<file path="config.mk">
export PLATFORM = sky130hd
export DESIGN_NAME = icb_mem_slave
export DESIGN_NICKNAME = d
export VERILOG_FILES = /design/src/hdl/icb_pkg.sv /design/src/hdl/icb_mem_slave.sv
export SDC_FILE = /design/constraint.sdc
export NUM_CORES = 2
export LEC_CHECK = 0
export BUFFER_PORTS_ARGS = -buffer_cell sky130_fd_sc_hd__buf_2
export CORE_MARGIN = 8
export CORE_UTILIZATION = 43
export DETAILED_ROUTE_END_ITERATION = 8
export PLACE_DENSITY_LB_ADDON = 0.2
export SLEW_MARGIN = 10
export SYNTH_ARGS = -nofsm -noshare
export SYNTH_HDL_FRONTEND = slang
export SYNTH_SLANG_ARGS = --single-unit
</file>
<file path="constraint.sdc">
create_clock -name clk -period 3.6 [get_ports clk]
set_input_delay 0.9 -clock clk [delete_from_list [all_inputs] [get_ports clk]]
set_output_delay 0.9 -clock clk [all_outputs]
set_load 0.1 [all_outputs]
</file>
<file path="src/hdl/icb_pkg.sv">
// icb peripheral fabric
// shared address map, widths and slave sizing

package icb_pkg;

	// bus widths
	localparam int ICB_AW = 32;
	localparam int ICB_DW = 32;
	localparam int ICB_MW = ICB_DW / 8; // one mask bit per byte

	localparam int SLV_NUM = 5;

	// address windows indexed by slave number
	localparam logic [ICB_AW-1:0] SLV_BASE [SLV_NUM] = '{
		32'h1000_0000,
		32'hF000_0000,
		32'hF400_0000,
		32'h4000_0000,
		32'h6000_0000
	};

	localparam logic [ICB_AW-1:0] SLV_RANGE [SLV_NUM] = '{
		32'h0000_4000, // 16 KiB
		32'h0040_0000, // 4 MiB
		32'h0400_0000, // 64 MiB
		32'h0001_0000, // 64 KiB
		32'h0080_0000  // 8 MiB
	};

	// slave storage and latency
	localparam int SLV_MEM_WORDS = 64;
	localparam int SLV_ADDR_W = $clog2(SLV_MEM_WORDS) + 2; // byte offset bits
	localparam int SLV_WAIT_BASE = 1;
	localparam int SLV_WAIT_W = $clog2(SLV_WAIT_BASE + SLV_NUM);

	// outstanding command limit in the distributor
	localparam int RT_FIFO_DEPTH = 4;

	typedef enum logic [1:0] {
		SLV_IDLE,
		SLV_WAIT,
		SLV_RSP
	} slv_state_e;

endpackage

</file>
<file path="src/hdl/icb_mem_slave.sv">
// icb register memory slave

`timescale 1ns/100ps

module icb_mem_slave #(
	parameter int slv_idx = 0
) (
	input  logic                       clk,
	input  logic                       rst_n,

	input  logic [icb_pkg::ICB_AW-1:0] cmd_addr,
	input  logic                       cmd_read,
	input  logic [icb_pkg::ICB_DW-1:0] cmd_wdata,
	input  logic [icb_pkg::ICB_MW-1:0] cmd_wmask,
	input  logic                       cmd_valid,
	output logic                       cmd_ready,

	output logic [icb_pkg::ICB_DW-1:0] rsp_rdata,
	output logic                       rsp_err,
	output logic                       rsp_valid,
	input  logic                       rsp_ready
);

	icb_pkg::slv_state_e state;
	logic [icb_pkg::SLV_WAIT_W-1:0] wait_cnt;
	logic [icb_pkg::ICB_DW-1:0] mem [icb_pkg::SLV_MEM_WORDS];
	logic [icb_pkg::ICB_AW-1:0] offset;
	logic [icb_pkg::SLV_ADDR_W-3:0] word_idx;
	logic in_range;
	logic cmd_acc;

	assign offset = cmd_addr - icb_pkg::SLV_BASE[slv_idx];
	assign word_idx = offset[icb_pkg::SLV_ADDR_W-1:2];
	assign in_range = (offset[icb_pkg::ICB_AW-1:icb_pkg::SLV_ADDR_W] == '0);

	assign cmd_ready = (state == icb_pkg::SLV_IDLE);
	assign cmd_acc = cmd_valid & cmd_ready;
	assign rsp_valid = (state == icb_pkg::SLV_RSP);

	always_ff @(posedge clk or negedge rst_n) begin
		if (!rst_n) begin
			state <= icb_pkg::SLV_IDLE;
			wait_cnt <= '0;
		end else begin
			unique case (state)
				icb_pkg::SLV_IDLE: if (cmd_acc) begin
					state <= icb_pkg::SLV_WAIT;
					wait_cnt <= '0;
				end
				icb_pkg::SLV_WAIT: begin
					// latency grows with the slave index
					if (wait_cnt == icb_pkg::SLV_WAIT_BASE + slv_idx - 1)
						state <= icb_pkg::SLV_RSP;
					else
						wait_cnt <= wait_cnt + 1'b1;
				end
				icb_pkg::SLV_RSP: if (rsp_ready)
					state <= icb_pkg::SLV_IDLE;
				default: state <= icb_pkg::SLV_IDLE;
			endcase
		end
	end

	// storage and response payload
	always_ff @(posedge clk) begin
		if (cmd_acc) begin
			rsp_err <= ~in_range;
			rsp_rdata <= (cmd_read && in_range) ? mem[word_idx] : '0;
			if (!cmd_read && in_range) begin
				for (int b = 0; b < icb_pkg::ICB_MW; b++) begin
					if (cmd_wmask[b])
						mem[word_idx][b*8 +: 8] <= cmd_wdata[b*8 +: 8]; // byte merge
				end
			end
		end
	end

endmodule

</file>
==> out/results.txt <==
FF+latch count, synth = 2086
Clock buffer depth = 3
Cell-internal power = 39800 µW
HP Class = in -> reg
Fin Setup TNS = 0 ns
Crit path launch type = input pin
NumNets Final = 4799
Synth top cells by count = edfxtp_1 (2081), nor2_1 (323), a221oi_1 (269), mux2i_1 (263), mux4_2 (248)
Final Max Slew Viols = 0
Clock tree sinks = 2086
RSZ-0062 raised after global routing = no
Syn Area/Cell = 19.4 µm²
Vias = 43072
Total gr overflow = 0
CTS root buf = clkbuf_16
CTS tree = yes
Worst Path Max Fanout = 10
Initial Utilization = 43.2%
Delay-heaviest family, CP = simple AND/OR/NAND/NOR gates
Count of final hold-check violations = 0
CP bufs+invs = 3
Sequential fraction of the synthesis area = 78.4%
Finished Layout Cells = 7385
Synthesized area = 79900 µm²
Row count = 158
Setup violators final = 0
Status = finished clean
Area of the core = 185000 µm²
Final Critical Period = 2.94 ns
Area Growth Syn to Fin = 17.9%
CP max-delay cell = nor2_4
First-pass DRT Iterations = 6
CTS resizes = 0
Post-synthesis cell count = 4115
DP Area = 87500 µm²
Synth Warn # = 0
Gate power share = 6.3%
# DRC = 0
Synthesized Nets = 4190
Crit. End Element = flip-flop
Clock slew at reported path FFs = 0.06 ns
F_max = 0.340 GHz
Global-route wire length before repair = 319000 µm
Synth Flop Type = edfxtp_1
Crit path required time = 4.21 ns
Die Y-Extent = 447 µm
Share of layout cells above drive strength 1 = 25.4%
Biggest area consumer among synthesized cells = edfxtp_1
Full die area = 200000 µm²
Routed length per instance = 30.4 µm
Top-count cell post-synth = edfxtp_1
Most frequent CP cell = buf_4
Maximum vdd drop = 0.497 mV
Fin area = 94200 µm²
Hold_buf cts = 1
H-Tree Depth = 4
Ys async rst share = 0.240%
Max Cap Viol = 0
Hpwl dp = 146000 µm
Clock power frac = 41.3%
GRT Resource Usage Total = 22.1%
Final Skew = 0.0611 ns
Clk_lat worst skew = 0.87 ns
Largest net degree at the start of global routing = 72
Synth unique cells = 48
Num CTS Buffers = 207
Fin crit share = 81.8%
Placer Congestion = 0.840
Final Power = 51400 µW
WL final = 225000 µm
Post-synth EDFFs = 2081
Worst hold slack = 0.322 ns
I/O Pins = 108
NetSw = 11700 µW
Worst path max stage delay = 0.66 ns
Cell Chain, Critical Path = buf_2, buf_4, or3_1, nor2_4, a221oi_1, buf_4, and3_1, a41oi_1
Critical path class = in -> reg
Die Width = 447 µm
Static leakage = 0.0304 µW
Power Density = 546 nW/µm²
Arr. time, crit path = 3.56 ns
Synth top area share = 78.2%
Max-slew headroom = 17.3%
Seq pwr share = 52.3%
Routed Antenna Nets = 0
IO Port Bufs = 105
Fill cell count = 15079
Area contributors post-synth = edfxtp_1 (78%), mux4_2 (7.0%), mux2i_1 (3.3%), a221oi_1 (2.9%), nor2_1 (1.5%)
Dpl cells = 6994
DR iter-0 viols = 4689
Initial antenna violation count = 19
Vias in the first global route = 42918
Sw Share = 22.7%
Vias/cell = 5.83
Measured slew at the worst slew-check pin = 1.24 ns
Setup Fix Bufs, Post-CTS = 0
==> tightest hold or removal path: stages <==
cell and delay (ns):
buf_2 0.09, inv_1 0.04, a22o_1 0.11
==> final cells by class <==
type                            instances  area, µm²  share of cell area, %
Clock inverter                        120       1240                   1.32
Timing Repair Buffer                  685       5680                   6.03
Inverter                                5       21.3                 0.0226
Sequential cell                      2086      62600                   66.5
Clock buffer                          263       5450                   5.79
Tap cell                             2480       3100                   3.29
Multi-Input combinational cell       1739      16100                   17.1
Antenna cell                            7       17.5                 0.0186
==> power by group through the flow <==
stage | sequential (µW) | clock (µW) | combinational (µW)
5_1_grt | 26900 | 22500 | 3420
4_1_cts | 26900 | 21600 | 3280
3_3_place_gp | 27400 | 0 | 3240
6_report | 26900 | 21300 | 3260
3_5_place_dp | 27400 | 0 | 3280
2_1_floorplan | 27900 | 0 | 1310
==> path summary, 6_finish.rpt <==
path                                         endpoint  slack [ns]  depth (start not counted)               startpoint
setup / recovery           rsp_rdata[8]$_SDFFCE_PN0P_        0.66                          8              cmd_addr[7]
hold / removal                   state[1]$_DFFE_PN0P_        0.32                          3                rsp_ready
setup reg to reg           rsp_rdata[8]$_SDFFCE_PN0P_        0.94                          6     mem[31][8]$_DFFE_PP_
hold reg to reg               wait_cnt[2]$_DFFE_PN0P_        0.54                          2  wait_cnt[2]$_DFFE_PN0P_
max in group asynchronous     wait_cnt[1]$_DFFE_PN0P_        3.09                          2                    rst_n
min in group asynchronous     wait_cnt[0]$_DFFE_PN0P_        0.38                          2                    rst_n
==> cell usage in the layout, fill, tap and decap left out, types with 101 or more instances in the layout <==
cell type and instances:
buf_2 101, clkbuf_16 208, a221oi_1 269, o21ai_0 123, a22oi_1 122, buf_4 519
mux2i_1 263, nor2_1 319, mux4_2 248, edfxtp_1 2081
==> metal layers <==
layer	up-vias	part of all wire, %	global-route usage [%]
li1	18379	-	-
met1	22779	42	30.7
met2	1595	48	35.3
met3	305	7.5	4.93
met4	14	2.7	6.28
met5	-	0.039	0
==> registers in the layout, indices dropped and copies added (netlist names) <==
| signal | cells |
|---|---|
| rsp_rdata | 32 |
| state | 2 |
| wait_cnt | 3 |
| mem | 2048 |
| rsp_err | 1 |
==> stage by stage <==
step | setup WS [ns] | utilization (%)
after global routing | 0.693 | 50.9
after detailed placement | -0.123 | 47.3
after global placement | -0.122 | 47.3
after CTS | 0.702 | 50.9
after floorplan | 0.0332 | -
final | 0.655 | 50.9
==> cell families (layout without fill, tap and decap cells) <==
family,after synthesis,count (layout),share of synthesized area (%)
mux,511,511,10.3
buf+inv,290,1073,1.69
fa+ha+maj,2,2,0.0313
simple gates,508,508,2.74
flops,2086,2086,78.4
compound gates,718,718,6.87
other cells,0,7,0
(Power assumes the default switching activity.)
