## config.mk

```make
export PLATFORM = sky130hd
export DESIGN_NAME = icb_1s_to_5m
export DESIGN_NICKNAME = d
export VERILOG_FILES = /design/src/hdl/icb_pkg.sv /design/src/hdl/fifo_based_on_regs.sv /design/src/hdl/icb_1s_to_5m.sv
export SDC_FILE = /design/constraint.sdc
export NUM_CORES = 1
export LEC_CHECK = 0
export BUFFER_PORTS_ARGS = -buffer_cell sky130_fd_sc_hd__buf_2
export CAP_MARGIN = 5
export CORE_AREA = 4 4 246 248
export CTS_BUF_LIST = sky130_fd_sc_hd__clkbuf_4
export CTS_CLUSTER_SIZE = 8
export DETAILED_ROUTE_END_ITERATION = 6
export DIE_AREA = 0 0 250 252
export SYNTH_ARGS = -nofsm -noshare
export SYNTH_HDL_FRONTEND = slang
export SYNTH_HIERARCHICAL = 1
export SYNTH_SLANG_ARGS = --single-unit
```

## constraint.sdc

```tcl
create_clock -name clk -period 3.7 [get_ports clk]
set_input_delay 0.185 -clock clk [delete_from_list [all_inputs] [get_ports clk]]
set_output_delay 0.185 -clock clk [all_outputs]
set_load 0.005 [all_outputs]
```

## src/hdl/icb_pkg.sv

```systemverilog
// icb peripheral fabric
// shared address map, widths and slave sizing

package icb_pkg;

	// bus widths
	localparam int ICB_AW = 32;
	localparam int ICB_DW = 32;
	localparam int ICB_MW = ICB_DW / 8; // one mask bit per byte

	localparam int SLV_NUM = 5;

	// address windows indexed by slave number
	localparam logic [ICB_AW-1:0] SLV_BASE [SLV_NUM] = '{
		32'h1000_0000,
		32'hF000_0000,
		32'hF400_0000,
		32'h4000_0000,
		32'h6000_0000
	};

	localparam logic [ICB_AW-1:0] SLV_RANGE [SLV_NUM] = '{
		32'h0000_4000, // 16 KiB
		32'h0040_0000, // 4 MiB
		32'h0400_0000, // 64 MiB
		32'h0001_0000, // 64 KiB
		32'h0080_0000  // 8 MiB
	};

	// slave storage and latency
	localparam int SLV_MEM_WORDS = 64;
	localparam int SLV_ADDR_W = $clog2(SLV_MEM_WORDS) + 2; // byte offset bits
	localparam int SLV_WAIT_BASE = 1;
	localparam int SLV_WAIT_W = $clog2(SLV_WAIT_BASE + SLV_NUM);

	// outstanding command limit in the distributor
	localparam int RT_FIFO_DEPTH = 4;

	typedef enum logic [1:0] {
		SLV_IDLE,
		SLV_WAIT,
		SLV_RSP
	} slv_state_e;

endpackage

```

## src/hdl/fifo_based_on_regs.sv

```systemverilog
// register based fwft fifo

`timescale 1ns/100ps

module fifo_based_on_regs #(
	parameter int fifo_depth = 4,
	parameter int fifo_data_width = 8
) (
	input  logic                       clk,
	input  logic                       rst_n,

	input  logic                       fifo_wen,
	input  logic [fifo_data_width-1:0] fifo_din,
	output logic                       fifo_full_n,

	input  logic                       fifo_ren,
	output logic [fifo_data_width-1:0] fifo_dout,
	output logic                       fifo_empty_n
);

	logic [fifo_data_width-1:0] regs [fifo_depth];
	logic [$clog2(fifo_depth)-1:0] wptr;
	logic [$clog2(fifo_depth)-1:0] rptr;
	logic [$clog2(fifo_depth+1)-1:0] cnt;
	logic [$clog2(fifo_depth+1)-1:0] cnt_nxt;
	logic wr;
	logic rd;

	assign wr = fifo_wen & fifo_full_n; // writes while full are ignored
	assign rd = fifo_ren & fifo_empty_n;

	// head word always on the output
	assign fifo_dout = regs[rptr];

	always_comb begin
		unique case ({wr, rd})
			2'b10:   cnt_nxt = cnt + 1'b1;
			2'b01:   cnt_nxt = cnt - 1'b1;
			default: cnt_nxt = cnt;
		endcase
	end

	always_ff @(posedge clk or negedge rst_n) begin
		if (!rst_n) begin
			wptr <= '0;
			rptr <= '0;
			cnt <= '0;
			fifo_full_n <= 1'b1;
			fifo_empty_n <= 1'b0;
		end else begin
			if (wr)
				wptr <= (wptr == fifo_depth - 1) ? '0 : wptr + 1'b1;
			if (rd)
				rptr <= (rptr == fifo_depth - 1) ? '0 : rptr + 1'b1;
			cnt <= cnt_nxt;
			// flags follow the next count
			fifo_full_n <= (cnt_nxt != fifo_depth);
			fifo_empty_n <= (cnt_nxt != 0);
		end
	end

	always_ff @(posedge clk) begin
		if (wr)
			regs[wptr] <= fifo_din;
	end

endmodule

```

## src/hdl/icb_1s_to_5m.sv

```systemverilog
// icb one-to-five address distributor
// in-order response return through a route fifo

`timescale 1ns/100ps

module icb_1s_to_5m (
	input  logic clk,
	input  logic rst_n,

	// boundary port
	input  logic [icb_pkg::ICB_AW-1:0] s_icb_cmd_addr,
	input  logic                       s_icb_cmd_read,
	input  logic [icb_pkg::ICB_DW-1:0] s_icb_cmd_wdata,
	input  logic [icb_pkg::ICB_MW-1:0] s_icb_cmd_wmask,
	input  logic                       s_icb_cmd_valid,
	output logic                       s_icb_cmd_ready,
	output logic [icb_pkg::ICB_DW-1:0] s_icb_rsp_rdata,
	output logic                       s_icb_rsp_err,
	output logic                       s_icb_rsp_valid,
	input  logic                       s_icb_rsp_ready,

	// slave side, one entry per slave
	output logic [icb_pkg::SLV_NUM-1:0][icb_pkg::ICB_AW-1:0] m_icb_cmd_addr,
	output logic [icb_pkg::SLV_NUM-1:0]                      m_icb_cmd_read,
	output logic [icb_pkg::SLV_NUM-1:0][icb_pkg::ICB_DW-1:0] m_icb_cmd_wdata,
	output logic [icb_pkg::SLV_NUM-1:0][icb_pkg::ICB_MW-1:0] m_icb_cmd_wmask,
	output logic [icb_pkg::SLV_NUM-1:0]                      m_icb_cmd_valid,
	input  logic [icb_pkg::SLV_NUM-1:0]                      m_icb_cmd_ready,
	input  logic [icb_pkg::SLV_NUM-1:0][icb_pkg::ICB_DW-1:0] m_icb_rsp_rdata,
	input  logic [icb_pkg::SLV_NUM-1:0]                      m_icb_rsp_err,
	input  logic [icb_pkg::SLV_NUM-1:0]                      m_icb_rsp_valid,
	output logic [icb_pkg::SLV_NUM-1:0]                      m_icb_rsp_ready
);

	logic [icb_pkg::SLV_NUM-1:0] slv_sel;  // one-hot window hit
	logic [icb_pkg::SLV_NUM-1:0] head_sel; // slave owed the next response
	logic rt_wen;
	logic rt_ren;
	logic rt_full_n;
	logic rt_empty_n;
	logic head_valid;

	// an address outside every window never gets ready
	always_comb begin
		for (int k = 0; k < icb_pkg::SLV_NUM; k++) begin
			slv_sel[k] = (s_icb_cmd_addr >= icb_pkg::SLV_BASE[k]) &&
				(s_icb_cmd_addr < icb_pkg::SLV_BASE[k] + icb_pkg::SLV_RANGE[k]);
		end
	end

	// command fan-out
	always_comb begin
		for (int k = 0; k < icb_pkg::SLV_NUM; k++) begin
			m_icb_cmd_addr[k] = s_icb_cmd_addr;
			m_icb_cmd_read[k] = s_icb_cmd_read;
			m_icb_cmd_wdata[k] = s_icb_cmd_wdata;
			m_icb_cmd_wmask[k] = s_icb_cmd_wmask;
			m_icb_cmd_valid[k] = s_icb_cmd_valid & slv_sel[k] & rt_full_n;
		end
	end

	assign s_icb_cmd_ready = rt_full_n & (|(slv_sel & m_icb_cmd_ready));
	assign rt_wen = s_icb_cmd_valid & s_icb_cmd_ready;

	fifo_based_on_regs #(
		.fifo_depth(icb_pkg::RT_FIFO_DEPTH),
		.fifo_data_width(icb_pkg::SLV_NUM)
	) i_rt_fifo (
		.clk(clk),
		.rst_n(rst_n),
		.fifo_wen(rt_wen),
		.fifo_din(slv_sel),
		.fifo_full_n(rt_full_n),
		.fifo_ren(rt_ren),
		.fifo_dout(head_sel),
		.fifo_empty_n(rt_empty_n)
	);

	// response mux on the fifo head
	always_comb begin
		s_icb_rsp_rdata = '0;
		s_icb_rsp_err = 1'b0;
		head_valid = 1'b0;
		for (int k = 0; k < icb_pkg::SLV_NUM; k++) begin
			if (head_sel[k]) begin
				s_icb_rsp_rdata = s_icb_rsp_rdata | m_icb_rsp_rdata[k];
				s_icb_rsp_err = s_icb_rsp_err | m_icb_rsp_err[k];
				head_valid = head_valid | m_icb_rsp_valid[k];
			end
		end
	end

	assign s_icb_rsp_valid = rt_empty_n & head_valid; // stale head ignored when empty

	// ready goes to the head slave alone
	always_comb begin
		for (int k = 0; k < icb_pkg::SLV_NUM; k++) begin
			m_icb_rsp_ready[k] = rt_empty_n & head_sel[k] & s_icb_rsp_ready;
		end
	end

	assign rt_ren = s_icb_rsp_valid & s_icb_rsp_ready;

endmodule

```

==> flow_summary.yaml <==
synthesis:
  yosys_warnings: 6
  netlist_area_um2: 4910
  yosysSeqAreaShare_pct: 16.8
  post_synth.cell_area_avg_um2: 8.57
  ys_ff_latch: 29
  synthCells: 573
  synth_fp_nets: 828
  synth_cell_types: 37
critical_path:
  path_buf_inv: 1
  crit_chain: "mux4_2 > a222oi_1 > a21boi_0 > and2_1 > nand2_1 > inv_1 > ha_1 > fa_1 > xnor2_2 > xnor2_1 > a32oi_1"
  worstReg2RegStart: "i_rt_fifo/rptr[0]"
  worstRegToRegCells: 11
  start_kind: "flip-flop"
  cpPeakStageDelay_ns: 0.57
  cpMaxStageDelayCell: "sky130_fd_sc_hd__dfrtp_1"
  setup.worst_path.start: "i_rt_fifo/rptr[0]"
  reg2reg_setup_slack_ns: 0.53
  cp_data_arrival_time_ns: 3.37
  critical_path_cell_count: 11
  crit_type: "flip-flop to flip-flop"
  cp_endpoint: "i_rt_fifo/fifo_empty_n"
  worst-path-max-fanout: 8
  cp.required_ns: 3.90
  path_delay_family: "adder cells"
  worstSetupEndpointType: "flip-flop"
  critical_path.reg2reg.endpoint: "i_rt_fifo/fifo_empty_n"
cells_and_area:
  n_fill_cell: 6896
  final_cell_area_um2: 5010
  finish.net_count: 809
  drive_above_1_share_pct: 65.0
  syn_to_final_growth_pct: 2.09
sta:
  hold_viol: 0
  timing.max_slew.rel_slack_pct: 56.1
  layout_min_cycle_time_ns: 3.17
  slew_violations: 0
  final.setup_skew_ns: 0.00809
  layout_worst_path_cycle_share_pct: 85.8
  final.hold.worst_slack_ns: 0.265
  grt_setup_unrepaired: "false"
  timing.final.setup_violations: 0
  tns_ns: 0
  max_slew.worst_pin.slew_ns: 0.659
  maxClockFrequency_mhz: 315
clock_network:
  clock_tree.root_cell: "sky130_fd_sc_hd__clkbuf_4"
  cts_made_buffers: 5
  cts_max_path_buffers: 2
  cts_sinks: 29
  insertion_delay_ns: 0.32
  htree_levels: 2
  clkSlewWorstSetupHoldPaths_ns: 0.09
  cts-resized-gates: 0
  tritoncts: "yes"
route:
  drtIter0Drc: 346
  drt_first_pass_iters: 7
  detail_route.vias_per_cell: 3.13
  drc_errors: 0
  detail_route.wirelength_um: 35400
  route.antenna.remaining_nets: 0
  detail_route.wl_per_cell_um: 26.4
  route.vias.total: 4200
grt:
  maximum_number_of_pins_on_one_net_before_global_route_repair: 35
  grtUsageTotal_pct: 10.5
  overflow_left_after_global_routing: 0
  grt_pass1_wl_um: 43500
  grt_antenna_before_repair: 53
  first_global_vias: 4019
flow_run:
  max_cap_violations: 0
power_and_ir_drop:
  leakagePower_nw: 2.30
  comb_power_share_pct: 75.2
  pwr-share-clk_pct: 6.8
  int_power_mw: 1.20
  p_per_area_nw_per_um2: 507
  design_power_total_mw: 2.54
  highest_ir_drop_seen_on_vdd_v: 0.000290
  power.switching_fraction_pct: 52.6
  p_sw_mw: 1.34
  seq_pwr_share_pct: 18.0
die:
  floorplan.rows: 89
  floorplan.initialDensity_pct: 8.40
  die_h_um: 252
  floorplan.die_area_um2: 63000
  io-pin-count: 638
  die_w_um: 250
  core_um2: 58500
min_path:
  worst_min_delay_path_class: "input port to async pin"
place:
  dpl_cell_area_um2: 4920
  gp_routability_congestion: 0.881
  numPortBuffers: 331
  hpwl_um: 31500
run_status:
  status: "finished clean"
## layout make-up
class / count / area [um^2] / area share (%)
repair buffers: 340 / 1730 / 34.4
multi-input cells: 173 / 1390 / 27.7
well taps: 773 / 967 / 19.3
flip-flops and latches: 29 / 827 / 16.5
clock buffers: 5 / 37.5 / 0.749
diodes: 14 / 35.0 / 0.699
inverters: 5 / 18.8 / 0.374
clock inverters: 3 / 12.5 / 0.250
## cells in the mapped netlist
master | count | area, um^2
sky130_fd_sc_hd__a32oi_1 | 3 | 26.3
sky130_fd_sc_hd__dfstp_2 | 1 | 26.3
sky130_fd_sc_hd__or4_4 | 2 | 22.5
sky130_fd_sc_hd__a222oi_1 | 34 | 340
sky130_fd_sc_hd__nor4_1 | 3 | 18.8
sky130_fd_sc_hd__dfrtp_1 | 8 | 200
sky130_fd_sc_hd__nand3_1 | 1 | 5.00
sky130_fd_sc_hd__nor4b_1 | 1 | 8.76
sky130_fd_sc_hd__nor3_1 | 3 | 15.0
sky130_fd_sc_hd__nor3b_1 | 2 | 15.0
sky130_fd_sc_hd__a21boi_1 | 1 | 7.51
sky130_fd_sc_hd__xnor2_2 | 1 | 16.3
sky130_fd_sc_hd__a21oi_1 | 1 | 5.00
sky130_fd_sc_hd__edfxtp_1 | 20 | 601
sky130_fd_sc_hd__inv_1 | 5 | 18.8
sky130_fd_sc_hd__and3_1 | 16 | 100
sky130_fd_sc_hd__clkbuf_1 | 20 | 75.1
sky130_fd_sc_hd__a22oi_1 | 34 | 255
sky130_fd_sc_hd__a21o_2 | 1 | 8.76
sky130_fd_sc_hd__buf_4 | 345 | 2590
sky130_fd_sc_hd__mux4_2 | 5 | 113
sky130_fd_sc_hd__nor2_1 | 3 | 11.3
sky130_fd_sc_hd__fa_1 | 1 | 20.0
sky130_fd_sc_hd__or4_1 | 1 | 7.51
sky130_fd_sc_hd__and2_1 | 1 | 6.26
sky130_fd_sc_hd__and4_1 | 1 | 8.76
sky130_fd_sc_hd__and2_4 | 1 | 8.76
sky130_fd_sc_hd__nand2_1 | 37 | 139
sky130_fd_sc_hd__nor4_4 | 2 | 42.5
sky130_fd_sc_hd__mux2_2 | 3 | 33.8
sky130_fd_sc_hd__a21boi_0 | 1 | 7.51
sky130_fd_sc_hd__or4b_1 | 2 | 20.0
sky130_fd_sc_hd__ha_1 | 6 | 75.1
sky130_fd_sc_hd__a211oi_1 | 1 | 7.51
sky130_fd_sc_hd__a21o_1 | 1 | 7.51
sky130_fd_sc_hd__xnor2_1 | 4 | 35.0
sky130_fd_sc_hd__buf_6 | 1 | 11.3
## sequential cells by signal (all words and copies together) (netlist names)
register and cells:
i_rt_fifo/wptr 2, i_rt_fifo/fifo_empty_n 1, i_rt_fifo/cnt 3, i_rt_fifo/regs 20, i_rt_fifo/rptr 2, i_rt_fifo/fifo_full_n 1
## power by group through the flow
stage	Combinational (mW)	Clock (mW)	Sequential (mW)
after floorplan	1.22	0	0.428
after global placement	1.99	0	0.464
after detailed placement	2.00	0	0.466
after CTS	2.01	0.178	0.460
after global routing	2.09	0.199	0.468
final	1.91	0.173	0.456
## stage by stage
step	setup slack [ns]	util, %	cells
floorplan	0.616	-	573
global placement	0.471	8.41	1319
detailed placement	0.386	8.41	1319
CTS	0.471	8.51	1328
global route	0.276	8.54	1333
finish	0.527	8.57	1342
## layout by cell type (no fill, tap or decap), types with 2 or more instances in the layout
cell type / netlist / routed
sky130_fd_sc_hd__buf_2: 0 / 331
sky130_fd_sc_hd__nand2_1: 37 / 37
sky130_fd_sc_hd__a222oi_1: 34 / 34
sky130_fd_sc_hd__a22oi_1: 34 / 34
sky130_fd_sc_hd__edfxtp_1: 20 / 20
sky130_fd_sc_hd__and3_1: 16 / 16
sky130_fd_sc_hd__diode_2: 0 / 14
sky130_fd_sc_hd__dfrtp_1: 8 / 8
sky130_fd_sc_hd__buf_4: 345 / 8
sky130_fd_sc_hd__ha_1: 6 / 6
sky130_fd_sc_hd__inv_1: 5 / 5
sky130_fd_sc_hd__clkbuf_4: 0 / 5
sky130_fd_sc_hd__mux4_2: 5 / 5
sky130_fd_sc_hd__xnor2_1: 4 / 4
sky130_fd_sc_hd__nor3_1: 3 / 3
sky130_fd_sc_hd__nor4_1: 3 / 3
sky130_fd_sc_hd__nor2_1: 3 / 3
sky130_fd_sc_hd__a32oi_1: 3 / 3
sky130_fd_sc_hd__mux2_2: 3 / 3
sky130_fd_sc_hd__or4_4: 2 / 2
sky130_fd_sc_hd__or4b_1: 2 / 2
sky130_fd_sc_hd__nor4_4: 2 / 2
sky130_fd_sc_hd__nor3b_1: 2 / 2
sky130_fd_sc_hd__clkinv_1: 0 / 2
## routing by layer
metal	vias to the layer above	routed length, um	GRT usage [%]
met3	89	5880	7.13
met1	1861	10400	9.34
met2	565	17700	19.3
met5	-	293	0
met4	40	1120	3.15
li1	1645	-	-
## worst min-delay path by stage
stage	start	end	slack (ns)	depth (start not counted)
4_1_cts	rst_n	i_rt_fifo/rptr[1]	0.26	2
3_3_place_gp	rst_n	i_rt_fifo/rptr[1]	0.05	1
5_1_grt	rst_n	i_rt_fifo/cnt[0]	0.30	2
3_5_place_dp	rst_n	i_rt_fifo/cnt[2]	0.05	1
2_1_floorplan	rst_n	i_rt_fifo/cnt[0]	-0.11	0
6_report	rst_n	i_rt_fifo/cnt[0]	0.27	2
## what timing repair did
item,CTS,global route
setup endpoints to repair,0,0
setup buffers,0,0
hold buffers,1,0
hold endpoints to repair,9,0
## logic make-up after synthesis
kind of cell / after synthesis / share of synthesized area, %
muxes: 8 / 2.98
buffers and inverters: 371 / 54.9
and+or+nand+nor: 76 / 8.74
adders and majority gates: 7 / 1.94
xor gates and xnor gates: 5 / 1.04
AOI/OAI and AO/OA: 77 / 13.6
DFF: 29 / 16.8
Power figures use the tool's default switching activity.
